[src/bridge_defs.svh]
// Bus widths, request FIFO depth, register map and fixed AXI fields, included by RTL and testbench
`ifndef BRIDGE_DEFS_SVH
`define BRIDGE_DEFS_SVH

// ========================================
// Bus widths
// ========================================
`define BRIDGE_ADDR_W 32
`define BRIDGE_DATA_W 32

// Request slots between the APB and AXI sides
`define BRIDGE_FIFO_DEPTH 4

// ========================================
// APB register byte offsets
// ========================================
`define REG_ADDR   8'h00
`define REG_WDATA  8'h04
`define REG_CMD    8'h08
`define REG_STATUS 8'h0C
`define REG_RDATA  8'h10
`define REG_RESP   8'h14

// Fixed AXI fields for single-beat word transfers
`define AXI_LEN_SINGLE 4'd0
`define AXI_SIZE_WORD  3'd2

`endif
[src/axi_pkg.sv]
// AXI3 channel types shared by the master, the top level and the testbench slave model
`default_nettype none

`include "bridge_defs.svh"

package axi_pkg;

  // Burst type encoding
  typedef enum logic [1:0] {
    BURST_FIXED = 2'b00,
    BURST_INCR  = 2'b01,
    BURST_WRAP  = 2'b10
  } axi_burst_e;

  // B and R response codes
  typedef enum logic [1:0] {
    RESP_OKAY   = 2'b00,
    RESP_EXOKAY = 2'b01,
    RESP_SLVERR = 2'b10,
    RESP_DECERR = 2'b11
  } axi_resp_e;

  // AW and AR payload
  typedef struct packed {
    logic [`BRIDGE_ADDR_W-1:0] addr;
    logic [3:0]                len;
    logic [2:0]                size;
    axi_burst_e                burst;
  } axi_addr_chan_t;

  // W payload
  typedef struct packed {
    logic [`BRIDGE_DATA_W-1:0]   data;
    logic [`BRIDGE_DATA_W/8-1:0] strb;
    logic                        last;
  } axi_wdata_chan_t;

endpackage

`default_nettype wire

[src/bridge_pkg.sv]
// Bridge-side request, completion and master state types shared by the RTL stages
`default_nettype none

`include "bridge_defs.svh"

package bridge_pkg;

  // Command bit 0 selects the opcode
  typedef enum logic {
    OP_READ  = 1'b0,
    OP_WRITE = 1'b1
  } bridge_op_e;

  // One queued request
  typedef struct packed {
    bridge_op_e                op;
    logic [`BRIDGE_ADDR_W-1:0] addr;
    logic [`BRIDGE_DATA_W-1:0] wdata;
  } bridge_req_t;

  // One finished AXI transfer
  typedef struct packed {
    bridge_op_e                op;
    axi_pkg::axi_resp_e        resp;
    logic [`BRIDGE_DATA_W-1:0] rdata;
  } bridge_cpl_t;

  // AXI master sequencing
  typedef enum logic [1:0] {
    IDLE      = 2'd0,
    ISSUE     = 2'd1,
    WAIT_RESP = 2'd2
  } master_state_e;

endpackage

`default_nettype wire

[src/apb2axi.sv]
// Top level of the APB to AXI3 bridge, connecting register file, request FIFO and AXI master
`default_nettype none
`timescale 1ns/10ps

`include "bridge_defs.svh"

module apb2axi (
  input  logic                        pclk,
  input  logic                        arst_n,
  // APB slave
  input  logic [`BRIDGE_ADDR_W-1:0]   paddr,
  input  logic [`BRIDGE_DATA_W-1:0]   pwdata,
  input  logic                        pwrite,
  input  logic                        psel,
  input  logic                        penable,
  output logic [`BRIDGE_DATA_W-1:0]   prdata,
  output logic                        pready,
  output logic                        pslverr,
  // AXI3 write address and data
  output logic [`BRIDGE_ADDR_W-1:0]   awaddr,
  output logic [3:0]                  awlen,
  output logic [2:0]                  awsize,
  output logic [1:0]                  awburst,
  output logic                        awvalid,
  input  logic                        awready,
  output logic [`BRIDGE_DATA_W-1:0]   wdata,
  output logic [`BRIDGE_DATA_W/8-1:0] wstrb,
  output logic                        wlast,
  output logic                        wvalid,
  input  logic                        wready,
  input  logic [1:0]                  bresp,
  input  logic                        bvalid,
  output logic                        bready,
  // AXI3 read
  output logic [`BRIDGE_ADDR_W-1:0]   araddr,
  output logic [3:0]                  arlen,
  output logic [2:0]                  arsize,
  output logic [1:0]                  arburst,
  output logic                        arvalid,
  input  logic                        arready,
  input  logic [`BRIDGE_DATA_W-1:0]   rdata,
  input  logic [1:0]                  rresp,
  input  logic                        rlast,
  input  logic                        rvalid,
  output logic                        rready
);

  logic                     push, pop, full, empty, cpl_valid;
  bridge_pkg::bridge_req_t  push_req, head;
  bridge_pkg::bridge_cpl_t  cpl;
  axi_pkg::axi_addr_chan_t  aw_chan, ar_chan;
  axi_pkg::axi_wdata_chan_t w_chan;

  apb_req_regs u_regs (
    .pclk(pclk), .arst_n(arst_n),
    .paddr(paddr), .pwdata(pwdata), .pwrite(pwrite), .psel(psel), .penable(penable),
    .prdata(prdata), .pready(pready), .pslverr(pslverr),
    .full(full), .push(push), .push_req(push_req),
    .cpl_valid(cpl_valid), .cpl(cpl)
  );

  req_fifo u_fifo (
    .pclk(pclk), .arst_n(arst_n),
    .push(push), .push_req(push_req), .pop(pop),
    .head(head), .full(full), .empty(empty)
  );

  axi_single_master u_master (
    .pclk(pclk), .arst_n(arst_n),
    .empty(empty), .head(head), .pop(pop),
    .aw(aw_chan), .awvalid(awvalid), .awready(awready),
    .w(w_chan), .wvalid(wvalid), .wready(wready),
    .bresp(bresp), .bvalid(bvalid), .bready(bready),
    .ar(ar_chan), .arvalid(arvalid), .arready(arready),
    .rdata(rdata), .rresp(rresp), .rlast(rlast), .rvalid(rvalid), .rready(rready),
    .cpl_valid(cpl_valid), .cpl(cpl)
  );

  // Flat AXI port names
  assign awaddr  = aw_chan.addr;
  assign awlen   = aw_chan.len;
  assign awsize  = aw_chan.size;
  assign awburst = aw_chan.burst;
  assign wdata   = w_chan.data;
  assign wstrb   = w_chan.strb;
  assign wlast   = w_chan.last;
  assign araddr  = ar_chan.addr;
  assign arlen   = ar_chan.len;
  assign arsize  = ar_chan.size;
  assign arburst = ar_chan.burst;

endmodule

`default_nettype wire

[src/axi_single_master.sv]
// AXI3 master that issues one single-beat read or write per queued request and reports completion
`default_nettype none
`timescale 1ns/10ps

`include "bridge_defs.svh"

module axi_single_master (
  input  logic                        pclk,
  input  logic                        arst_n,
  input  logic                        empty,
  input  bridge_pkg::bridge_req_t     head,
  output logic                        pop,
  output axi_pkg::axi_addr_chan_t     aw,
  output logic                        awvalid,
  input  logic                        awready,
  output axi_pkg::axi_wdata_chan_t    w,
  output logic                        wvalid,
  input  logic                        wready,
  input  logic [1:0]                  bresp,
  input  logic                        bvalid,
  output logic                        bready,
  output axi_pkg::axi_addr_chan_t     ar,
  output logic                        arvalid,
  input  logic                        arready,
  input  logic [`BRIDGE_DATA_W-1:0]   rdata,
  input  logic [1:0]                  rresp,
  input  logic                        rlast,
  input  logic                        rvalid,
  output logic                        rready,
  output logic                        cpl_valid,
  output bridge_pkg::bridge_cpl_t     cpl
);

  bridge_pkg::master_state_e state;
  bridge_pkg::bridge_req_t   req_q;
  logic                      aw_pend, w_pend, ar_pend;
  logic                      aw_left, w_left, ar_left;
  logic                      is_write;
  logic                      resp_hit;

  assign is_write = (req_q.op == bridge_pkg::OP_WRITE);
  assign pop      = (state == bridge_pkg::IDLE) & ~empty;

  // Valids still waiting after this cycle
  assign aw_left = aw_pend & ~awready;
  assign w_left  = w_pend & ~wready;
  assign ar_left = ar_pend & ~arready;

  // ========================================
  // Sequencing
  // ========================================
  always_ff @(posedge pclk or negedge arst_n) begin
    if (!arst_n) begin
      state   <= bridge_pkg::IDLE;
      aw_pend <= 1'b0;
      w_pend  <= 1'b0;
      ar_pend <= 1'b0;
    end else begin
      case (state)
        bridge_pkg::IDLE: begin
          if (!empty) begin
            state   <= bridge_pkg::ISSUE;
            aw_pend <= (head.op == bridge_pkg::OP_WRITE);
            w_pend  <= (head.op == bridge_pkg::OP_WRITE);
            ar_pend <= (head.op == bridge_pkg::OP_READ);
          end
        end
        bridge_pkg::ISSUE: begin
          aw_pend <= aw_left;
          w_pend  <= w_left;
          ar_pend <= ar_left;
          // AW and W may be accepted in either order
          if (!(aw_left || w_left || ar_left)) state <= bridge_pkg::WAIT_RESP;
        end
        bridge_pkg::WAIT_RESP: begin
          if (resp_hit) state <= bridge_pkg::IDLE;
        end
        default: state <= bridge_pkg::IDLE;
      endcase
    end
  end

  // Popped request
  always_ff @(posedge pclk) begin
    if (pop) req_q <= head;
  end

  // ========================================
  // Channel drive and response
  // ========================================
  assign aw.addr  = req_q.addr;
  assign aw.len   = `AXI_LEN_SINGLE;
  assign aw.size  = `AXI_SIZE_WORD;
  assign aw.burst = axi_pkg::BURST_INCR;
  assign ar       = aw;

  assign w.data = req_q.wdata;
  assign w.strb = '1;
  assign w.last = 1'b1;

  assign awvalid = aw_pend;
  assign wvalid  = w_pend;
  assign arvalid = ar_pend;

  assign bready   = (state == bridge_pkg::WAIT_RESP) & is_write;
  assign rready   = (state == bridge_pkg::WAIT_RESP) & ~is_write;
  assign resp_hit = (bready & bvalid) | (rready & rvalid);

  assign cpl_valid = resp_hit;

  always_comb begin
    cpl.op = req_q.op;
    if (is_write) begin
      cpl.resp  = axi_pkg::axi_resp_e'(bresp);
      cpl.rdata = '0;
    end else begin
      // A single-beat read without rlast is a protocol error
      cpl.resp  = rlast ? axi_pkg::axi_resp_e'(rresp) : axi_pkg::RESP_SLVERR;
      cpl.rdata = rdata;
    end
  end

endmodule

`default_nettype wire

[src/req_fifo.sv]
// Synchronous request FIFO that keeps APB commands in order until the AXI master takes them
`default_nettype none
`timescale 1ns/10ps

`include "bridge_defs.svh"

module req_fifo (
  input  logic                    pclk,
  input  logic                    arst_n,
  input  logic                    push,
  input  bridge_pkg::bridge_req_t push_req,
  input  logic                    pop,
  output bridge_pkg::bridge_req_t head,
  output logic                    full,
  output logic                    empty
);

  localparam int PTR_W = $clog2(`BRIDGE_FIFO_DEPTH);
  localparam int CNT_W = $clog2(`BRIDGE_FIFO_DEPTH + 1);

  bridge_pkg::bridge_req_t mem [`BRIDGE_FIFO_DEPTH];
  logic [PTR_W-1:0]        wr_ptr;
  logic [PTR_W-1:0]        rd_ptr;
  logic [CNT_W-1:0]        count;

  // Wrap at the last slot since depth need not be a power of two
  function automatic logic [PTR_W-1:0] ptr_next(input logic [PTR_W-1:0] ptr);
    ptr_next = (ptr == PTR_W'(`BRIDGE_FIFO_DEPTH - 1)) ? '0 : ptr + PTR_W'(1);
  endfunction

  always_ff @(posedge pclk or negedge arst_n) begin
    if (!arst_n) begin
      wr_ptr <= '0;
      rd_ptr <= '0;
      count  <= '0;
    end else begin
      if (push) wr_ptr <= ptr_next(wr_ptr);
      if (pop)  rd_ptr <= ptr_next(rd_ptr);
      case ({push, pop})
        2'b10:   count <= count + CNT_W'(1);
        2'b01:   count <= count - CNT_W'(1);
        default: count <= count;
      endcase
    end
  end

  // Storage
  always_ff @(posedge pclk) begin
    if (push) mem[wr_ptr] <= push_req;
  end

  assign head  = mem[rd_ptr];
  assign full  = (count == CNT_W'(`BRIDGE_FIFO_DEPTH));
  assign empty = (count == '0);

endmodule

`default_nettype wire

[src/apb_req_regs.sv]
// APB slave register file that turns CMD writes into queued requests and records completions
`default_nettype none
`timescale 1ns/10ps

`include "bridge_defs.svh"

module apb_req_regs (
  input  logic                        pclk,
  input  logic                        arst_n,
  input  logic [`BRIDGE_ADDR_W-1:0]   paddr,
  input  logic [`BRIDGE_DATA_W-1:0]   pwdata,
  input  logic                        pwrite,
  input  logic                        psel,
  input  logic                        penable,
  output logic [`BRIDGE_DATA_W-1:0]   prdata,
  output logic                        pready,
  output logic                        pslverr,
  input  logic                        full,
  output logic                        push,
  output bridge_pkg::bridge_req_t     push_req,
  input  logic                        cpl_valid,
  input  bridge_pkg::bridge_cpl_t     cpl
);

  logic [`BRIDGE_ADDR_W-1:0] addr_q;
  logic [`BRIDGE_DATA_W-1:0] wdata_q;
  logic [`BRIDGE_DATA_W-1:0] rdata_q;
  axi_pkg::axi_resp_e        resp_q;
  logic [7:0]                cpl_cnt;
  logic                      access;
  logic                      known_reg;
  logic                      cmd_wr;

  // No wait states
  assign pready = 1'b1;
  assign access = psel & penable;

  // ========================================
  // Read mux and offset decode
  // ========================================
  always_comb begin
    known_reg = 1'b1;
    prdata    = '0;
    case (paddr[7:0])
      `REG_ADDR:   prdata = addr_q;
      `REG_WDATA:  prdata = wdata_q;
      `REG_CMD:    prdata = '0;
      `REG_STATUS: prdata = {16'd0, cpl_cnt, 6'd0, full, full};
      `REG_RDATA:  prdata = rdata_q;
      `REG_RESP:   prdata = {{(`BRIDGE_DATA_W-2){1'b0}}, resp_q};
      default:     known_reg = 1'b0;
    endcase
  end

  // ========================================
  // Request build and push
  // ========================================
  assign cmd_wr = access & pwrite & (paddr[7:0] == `REG_CMD);
  // Command dropped when the FIFO has no room
  assign push   = cmd_wr & ~full;

  assign push_req.op    = bridge_pkg::bridge_op_e'(pwdata[0]);
  assign push_req.addr  = addr_q;
  assign push_req.wdata = wdata_q;

  assign pslverr = access & (~known_reg | (cmd_wr & full));

  // Staged address and write data
  always_ff @(posedge pclk) begin
    if (access && pwrite) begin
      if (paddr[7:0] == `REG_ADDR) begin
        addr_q <= pwdata;
      end
      if (paddr[7:0] == `REG_WDATA) begin
        wdata_q <= pwdata;
      end
    end
  end

  // ========================================
  // Completion record
  // ========================================
  always_ff @(posedge pclk or negedge arst_n) begin
    if (!arst_n) begin
      cpl_cnt <= 8'd0;
      rdata_q <= '0;
      resp_q  <= axi_pkg::RESP_OKAY;
    end else if (cpl_valid) begin
      cpl_cnt <= cpl_cnt + 8'd1;
      resp_q  <= cpl.resp;
      // Write completions leave the last read data alone
      if (cpl.op == bridge_pkg::OP_READ) begin
        rdata_q <= cpl.rdata;
      end
    end
  end

endmodule

`default_nettype wire

[config.mk]
export PLATFORM = sky130hd
export DESIGN_NAME = apb2axi
export DESIGN_NICKNAME = d
export VERILOG_FILES = /design/src/axi_pkg.sv /design/src/bridge_pkg.sv /design/src/apb2axi.sv /design/src/axi_single_master.sv /design/src/req_fifo.sv /design/src/apb_req_regs.sv
export VERILOG_INCLUDE_DIRS = /design/src
export SDC_FILE = /design/constraint.sdc
export NUM_CORES = 1
export LEC_CHECK = 0
export BUFFER_PORTS_ARGS = -buffer_cell sky130_fd_sc_hd__clkbuf_2
export CORE_UTILIZATION = 50
export CTS_CLUSTER_DIAMETER = 200
export CTS_CLUSTER_SIZE = 14
export DETAILED_ROUTE_END_ITERATION = 8
export PLACE_DENSITY = 0.72
export SLEW_MARGIN = 5
export SYNTH_ARGS = -nofsm -noshare
export SYNTH_HDL_FRONTEND = slang
export SYNTH_HIERARCHICAL = 1
export SYNTH_SLANG_ARGS = --single-unit
[constraint.sdc]
create_clock -name pclk -period 14.8 [get_ports pclk]
set_input_delay 2.96 -clock pclk [delete_from_list [all_inputs] [get_ports pclk]]
set_output_delay 2.96 -clock pclk [all_outputs]
set_load 0.02 [all_outputs]
# ---- Word-level counts from Yosys, hierarchy flattened
# Memories as Yosys holds them, arrays and structs flattened.
# Index checks and enable logic that the tools add are counted.
dict set report totals {
  ff_bits 183
  ramBits 260
  in_bits 111
  word_cells 92
  memories 1
}
dict set report op_classes {
  addsub 5
  n_eq_ne 15
  n_mux 18
  bitwise_logic 24
  n_reduce_logical 14
}
# name words word_bits read_ports rd_ports_with_merged_regs write_ports line_no
set mem_list {}
lappend mem_list {u_fifo.mem 4 65 1 0 1 req_fifo.sv:21} ;# bridge_pkg::bridge_req_t mem [`BRIDGE_FIFO_DEPTH];
# cell n
set op_table {}
lappend op_table {{one-hot mux 32 bit (5 select lines)} 1}
lappend op_table {{2-to-1 mux 34 bit} 1}
lappend op_table {{equality test 8 x 4 -> 1 bit (second input constant)} 2}
lappend op_table {{equality test 8 x 5 -> 1 bit (second input constant)} 2}
lappend op_table {{AND 1 bit} 14}
lappend op_table {{2-to-1 mux 2 bit} 6}
lappend op_table {{adder 8 x 1 -> 8 bit (second input constant)} 1}
lappend op_table {{equality test 2 bit (second input constant)} 4}
lappend op_table {{equality test 8 x 3 -> 1 bit (second input constant)} 1}
lappend op_table {{logical NOT 8 bit} 1}
lappend op_table {{NOT 1 bit} 8}
lappend op_table {{AND reduction 2 bit} 4}
lappend op_table {{inequality test 2 bit (second input constant)} 3}
lappend op_table {{one-hot mux 1 bit (2 select lines)} 3}
lappend op_table {{one-hot mux 2 bit (3 select lines)} 1}
lappend op_table {{one-hot mux 3 bit (2 select lines)} 1}
lappend op_table {{OR reduction 6 bit} 1}
lappend op_table {{2-to-1 mux 1 bit} 5}
lappend op_table {{adder 2 x 1 -> 2 bit (second input constant)} 2}
lappend op_table {{equality test 2 x 1 -> 1 bit (second input constant)} 2}
lappend op_table {{nonzero test 2 bit} 2}
lappend op_table {{adder 3 x 1 -> 3 bit (second input constant)} 1}
lappend op_table {{equality test 3 bit (second input constant)} 1}
lappend op_table {{logical NOT 3 bit} 1}
lappend op_table {{other kinds (6)} 8}

# ---- Longest topological paths before layout
dict set report logic_depth {
  ltp_word 6
  ltp_mapped 11
  mapped_depth_nobuf 10
}

# ---- Hierarchy
# Netlist, hierarchy kept.
# module instances cells_per_inst area_each_um2 seq_area_each_um2
set by_module_without_submodules {}
lappend by_module_without_submodules {req_fifo 1 378 9833.2 7982.7}
lappend by_module_without_submodules {apb_req_regs 1 338 4714.5 2972.9}
lappend by_module_without_submodules {axi_single_master 1 201 2945.3 2077.0}

# ---- Worst setup path after synthesis
# No wires, ideal clock.
dict set report synth_path {
  path_type {input -> output}
  from {in paddr[2]}
  to {out prdata[12]}
  t_arrival_ns 4.081
  setup_slack_ns 7.759
  path_stages 4
  path_cell_list {buf_6 > mux2i_1 > or2_2 > a221oi_1}
}
dict set report synth_between {
  elab_chain_cells 2
  elab_cells_between_ends 6
  classes_between {eq/ne: 4; mux: 1; reduce/logical: 1}
}
# item line_no
set synth_rtl {}
lappend synth_rtl {{from (decl)} apb2axi.sv:11} ;# input logic [`BRIDGE_ADDR_W-1:0] paddr,
lappend synth_rtl {{equality test 8 x 5 -> 1 bit (tied with other cells)} apb_req_regs.sv:44} ;# case (paddr[7:0])
lappend synth_rtl {{one-hot mux 32 bit (5 select lines) (*)} apb_req_regs.sv:44}
lappend synth_rtl {{to (decl)} apb2axi.sv:16} ;# output logic [`BRIDGE_DATA_W-1:0] prdata,
# Mark *: on every way between the ends. The rest lies on a longest branch, timed or not.

# ---- Worst setup path after layout
dict set report layout_path {
  from {in paddr[5]}
  to {out prdata[3]}
}
# Same word-level chain as after synthesis.

==> results.yml <==
run_status:
  outcome: "completed"
critical_path:
  crit_type: "input pin to primary output"
  crit_family: "simple AND/OR/NAND/NOR gates"
  worst_ep_arrival_time_ns: 5.10
  cp.required_ns: 11.84
  cp.depth: 5
  start_kind: "input pin"
  reg2reg_depth: 4
  critPathMaxFanout: 24
  path_buf_inv: 2
  cp_slowest_stage_delay_ns: 0.78
  cp-end-kind: "primary output"
  timing.critical_path.cells: "clkbuf_2, nor3_1, nand3_2, a21oi_1, clkbuf_2"
  reg2reg_slack_ns: 11.51
  cp_slowest_cell: "nand3_2"
  timing.critical_path.mode_cell: "clkbuf_2"
clock_network:
  clk_pin_slew_ns: 0.07
  h-tree-depth: 2
  postCtsSetupBuffers: 0
  post_cts_resized: 0
  holdBufCountCts: 0
  cts_tree: "built"
  cts-root-buf: "clkbuf_16"
  clk_latency_ns: 0.52
  clock-sinks: 443
  numCtsBuffers: 37
  cts_buffer_depth: 3
finish:
  area_growth_pct: 12.37
  multiInputGateArea_um2: 3741
  drive_above_1_share_pct: 36.16
  layout_commonest_cell: "edfxtp_1"
  antenna_cells: 0
  final_cell_mix: "edfxtp_1 (389), clkbuf_2 (219), mux4_2 (65), dfrtp_1 (52), mux2i_1 (40)"
  finalNetCount: 1225
  seq_area_um2: 13040
  fin_cells: 1589
  fill_cells: 2661
synth:
  async_reset_ff_share_pct: 12.19
  syn_area_um2: 17490
  synth_seq_area_share_pct: 74.50
  synth_cell_type_count: 47
  synth_top_flop_cell: "edfxtp_1"
  synth_area_leaders: "edfxtp_1 (67%), mux4_2 (8.4%), dfrtp_1 (7.7%), buf_4 (2.7%), mux2_2 (2.3%)"
  synth.top_cell.area_share_pct: 66.78
  synth_edf_count: 389
  syn_avg_cell_area_um2: 19.08
  syn_inst: 917
  yosys_warnings: 6
  postSynthRegisterBits: 443
  yosysTopAreaCell: "edfxtp_1"
placement:
  gp_congestion: 0.7726
  post-dp-hpwl_mm: 19.95
  dp.cells: 1522
  post-place-ws_ns: 6.751
  portBuffers: 220
run:
  cap_violations: 0
floorplan:
  coreArea_um2: 34460
  die_area_um2: 35740
  die_y_um: 189.0
  die_w_um: 189.0
  rows: 68
  start_util_pct: 50.77
  pin_count: 269
drt:
  viasPerCell: 5.391
  drt_iter0_markers: 472
  vias: 8566
  wl_met1_mm: 14.60
  drt_first_pass_iters: 5
  antenna_left: 0
  wl_met3_mm: 1.754
  routed.top_layer: "met4"
  wl_per_cell_um: 21.85
  drt-total-wl_mm: 34.72
  routed-wl-met2_mm: 17.90
  drc_errors: 0
worst_hold_path:
  min_path_cells: 1
  holdCritPathClass: "flop to flop"
global_route:
  grt_remaining_overflow: 0
  antenna_found_initial: 0
  track_usage_pct: 19.90
  grt_pass1_wl_mm: 52.54
  grt_max_degree: 69
  grt_pass1_vias: 8888
timing:
  finalCritPeriodShare_pct: 54.45
  skew_ns: 0.009331
  fmax_ghz: 0.1241
  rsz0062_at_grt: "false"
  tns_ns: 0
  setup_violations: 0
  hold_violations: 0
  slew_headroom_pct: 12.60
  setup_slack_ns: 6.741
  worst_slew_pin_slew_ns: 1.293
  min_period_ns: 8.059
  slew_violations: 0
power_and_ir_drop:
  ir_worst_vdd_mv: 0.1171
  p_leak_nw: 7.116
  p_per_area_nw_per_um2: 174.9
## worst paths after layout
check,to,from
hold reg to reg,u_regs/cpl_cnt[7]$_DFFE_PN0P_,u_regs/cpl_cnt[7]$_DFFE_PN0P_
max in group asynchronous,u_fifo/rd_ptr[0]$_DFFE_PN0P_,arst_n
min in group asynchronous,u_regs/rdata_q[12]$_DFFE_PN0P_,arst_n
setup / recovery,prdata[3],paddr[5]
setup reg to reg,u_fifo/mem[2][18]$_DFFE_PP_,u_fifo/count[0]$_DFFE_PN0P_
hold / removal,u_regs/cpl_cnt[7]$_DFFE_PN0P_,u_regs/cpl_cnt[7]$_DFFE_PN0P_
## Yosys cell counts, types with 2 or more instances
cell        n
a21oi_1    31
a221oi_1    3
a22oi_1     3
and2_1      6
and2b_1     6
buf_1       2
buf_12      5
buf_2      13
buf_4      64
buf_6       9
clkbuf_1    6
conb_1      3
dfrtp_1    54
edfxtp_1  389
ha_1        7
inv_1      11
mux2_2     36
mux2_4      2
mux2i_1    40
mux4_2     65
nand2_1    33
nand2b_1    3
nand3_1     5
nand4_1     3
nor2_1     15
nor2b_1    34
nor3_1      7
o21ai_0     5
o22a_1      7
o22ai_1     2
or2_2      24
xnor2_1     4
xor2_1      6
## per-stage QoR
stage	cell area [um2]	hold WS, ns	utilization (%)	power [mW]
after global routing	19660	0.5077	57.04	3.589
after CTS	19660	0.4760	57.04	3.482
after global placement	18570	0.4598	53.89	2.560
final	19660	0.4785	57.04	3.438
after detailed placement	18570	0.4649	53.89	2.579
after floorplan	17570	0.4415	-	2.406
## sequential cells by signal, indices dropped and copies added (netlist names), 3 cells and up
name	cells
u_regs/addr_q	32
u_fifo/mem	260
u_regs/cpl_cnt	8
u_fifo/count	3
u_master/w	32
u_regs/rdata_q	32
u_master/ar	32
u_regs/wdata_q	32
## power breakdown
| part | leakage, nW | switching, mW | internal, mW |
|---|---|---|---|
| Clock | 0.520 | 0.412 | 0.493 |
| Sequential | 4.21 | 0.164 | 1.57 |
| Combinational | 2.39 | 0.449 | 0.355 |
## cells by family after synthesis
kind of cell             Yosys count  share of synthesized area [%]
AO/OA/AOI/OAI                     56                          1.960
multiplexers                     143                          13.15
AND/OR/NAND/NOR                  142                          4.420
other                              3                        0.06437
flip-flops                       443                          74.50
adder cells (fa/ha/maj)            8                         0.6151
XOR/XNOR                          10                         0.5007
buffers and inverters            112                          4.792
## worst register-to-register path: cells and delay by family (launching register included)
family,cells,cell delay [ns]
DFF,1,0.40
and+or+nand+nor,3,2.39
buffers and inverters,1,0.09
## routing by layer
metal  global-route usage [%]  vias to the layer above
met5                        0                        -
met4                    3.908                        0
met3                    3.225                       43
met2                    34.83                      265
met1                    26.48                     4447
li1                         -                     3811
## area by class of cell
type	count	share of cell area (%)
repair buffers	230	5.983
clock buffers	65	5.461
multi-input cells	383	19.03
flip-flops and latches	443	66.34
well taps	455	2.896
inverters	11	0.2101
clock inverters	2	0.07638
(Power assumes the default switching activity.)
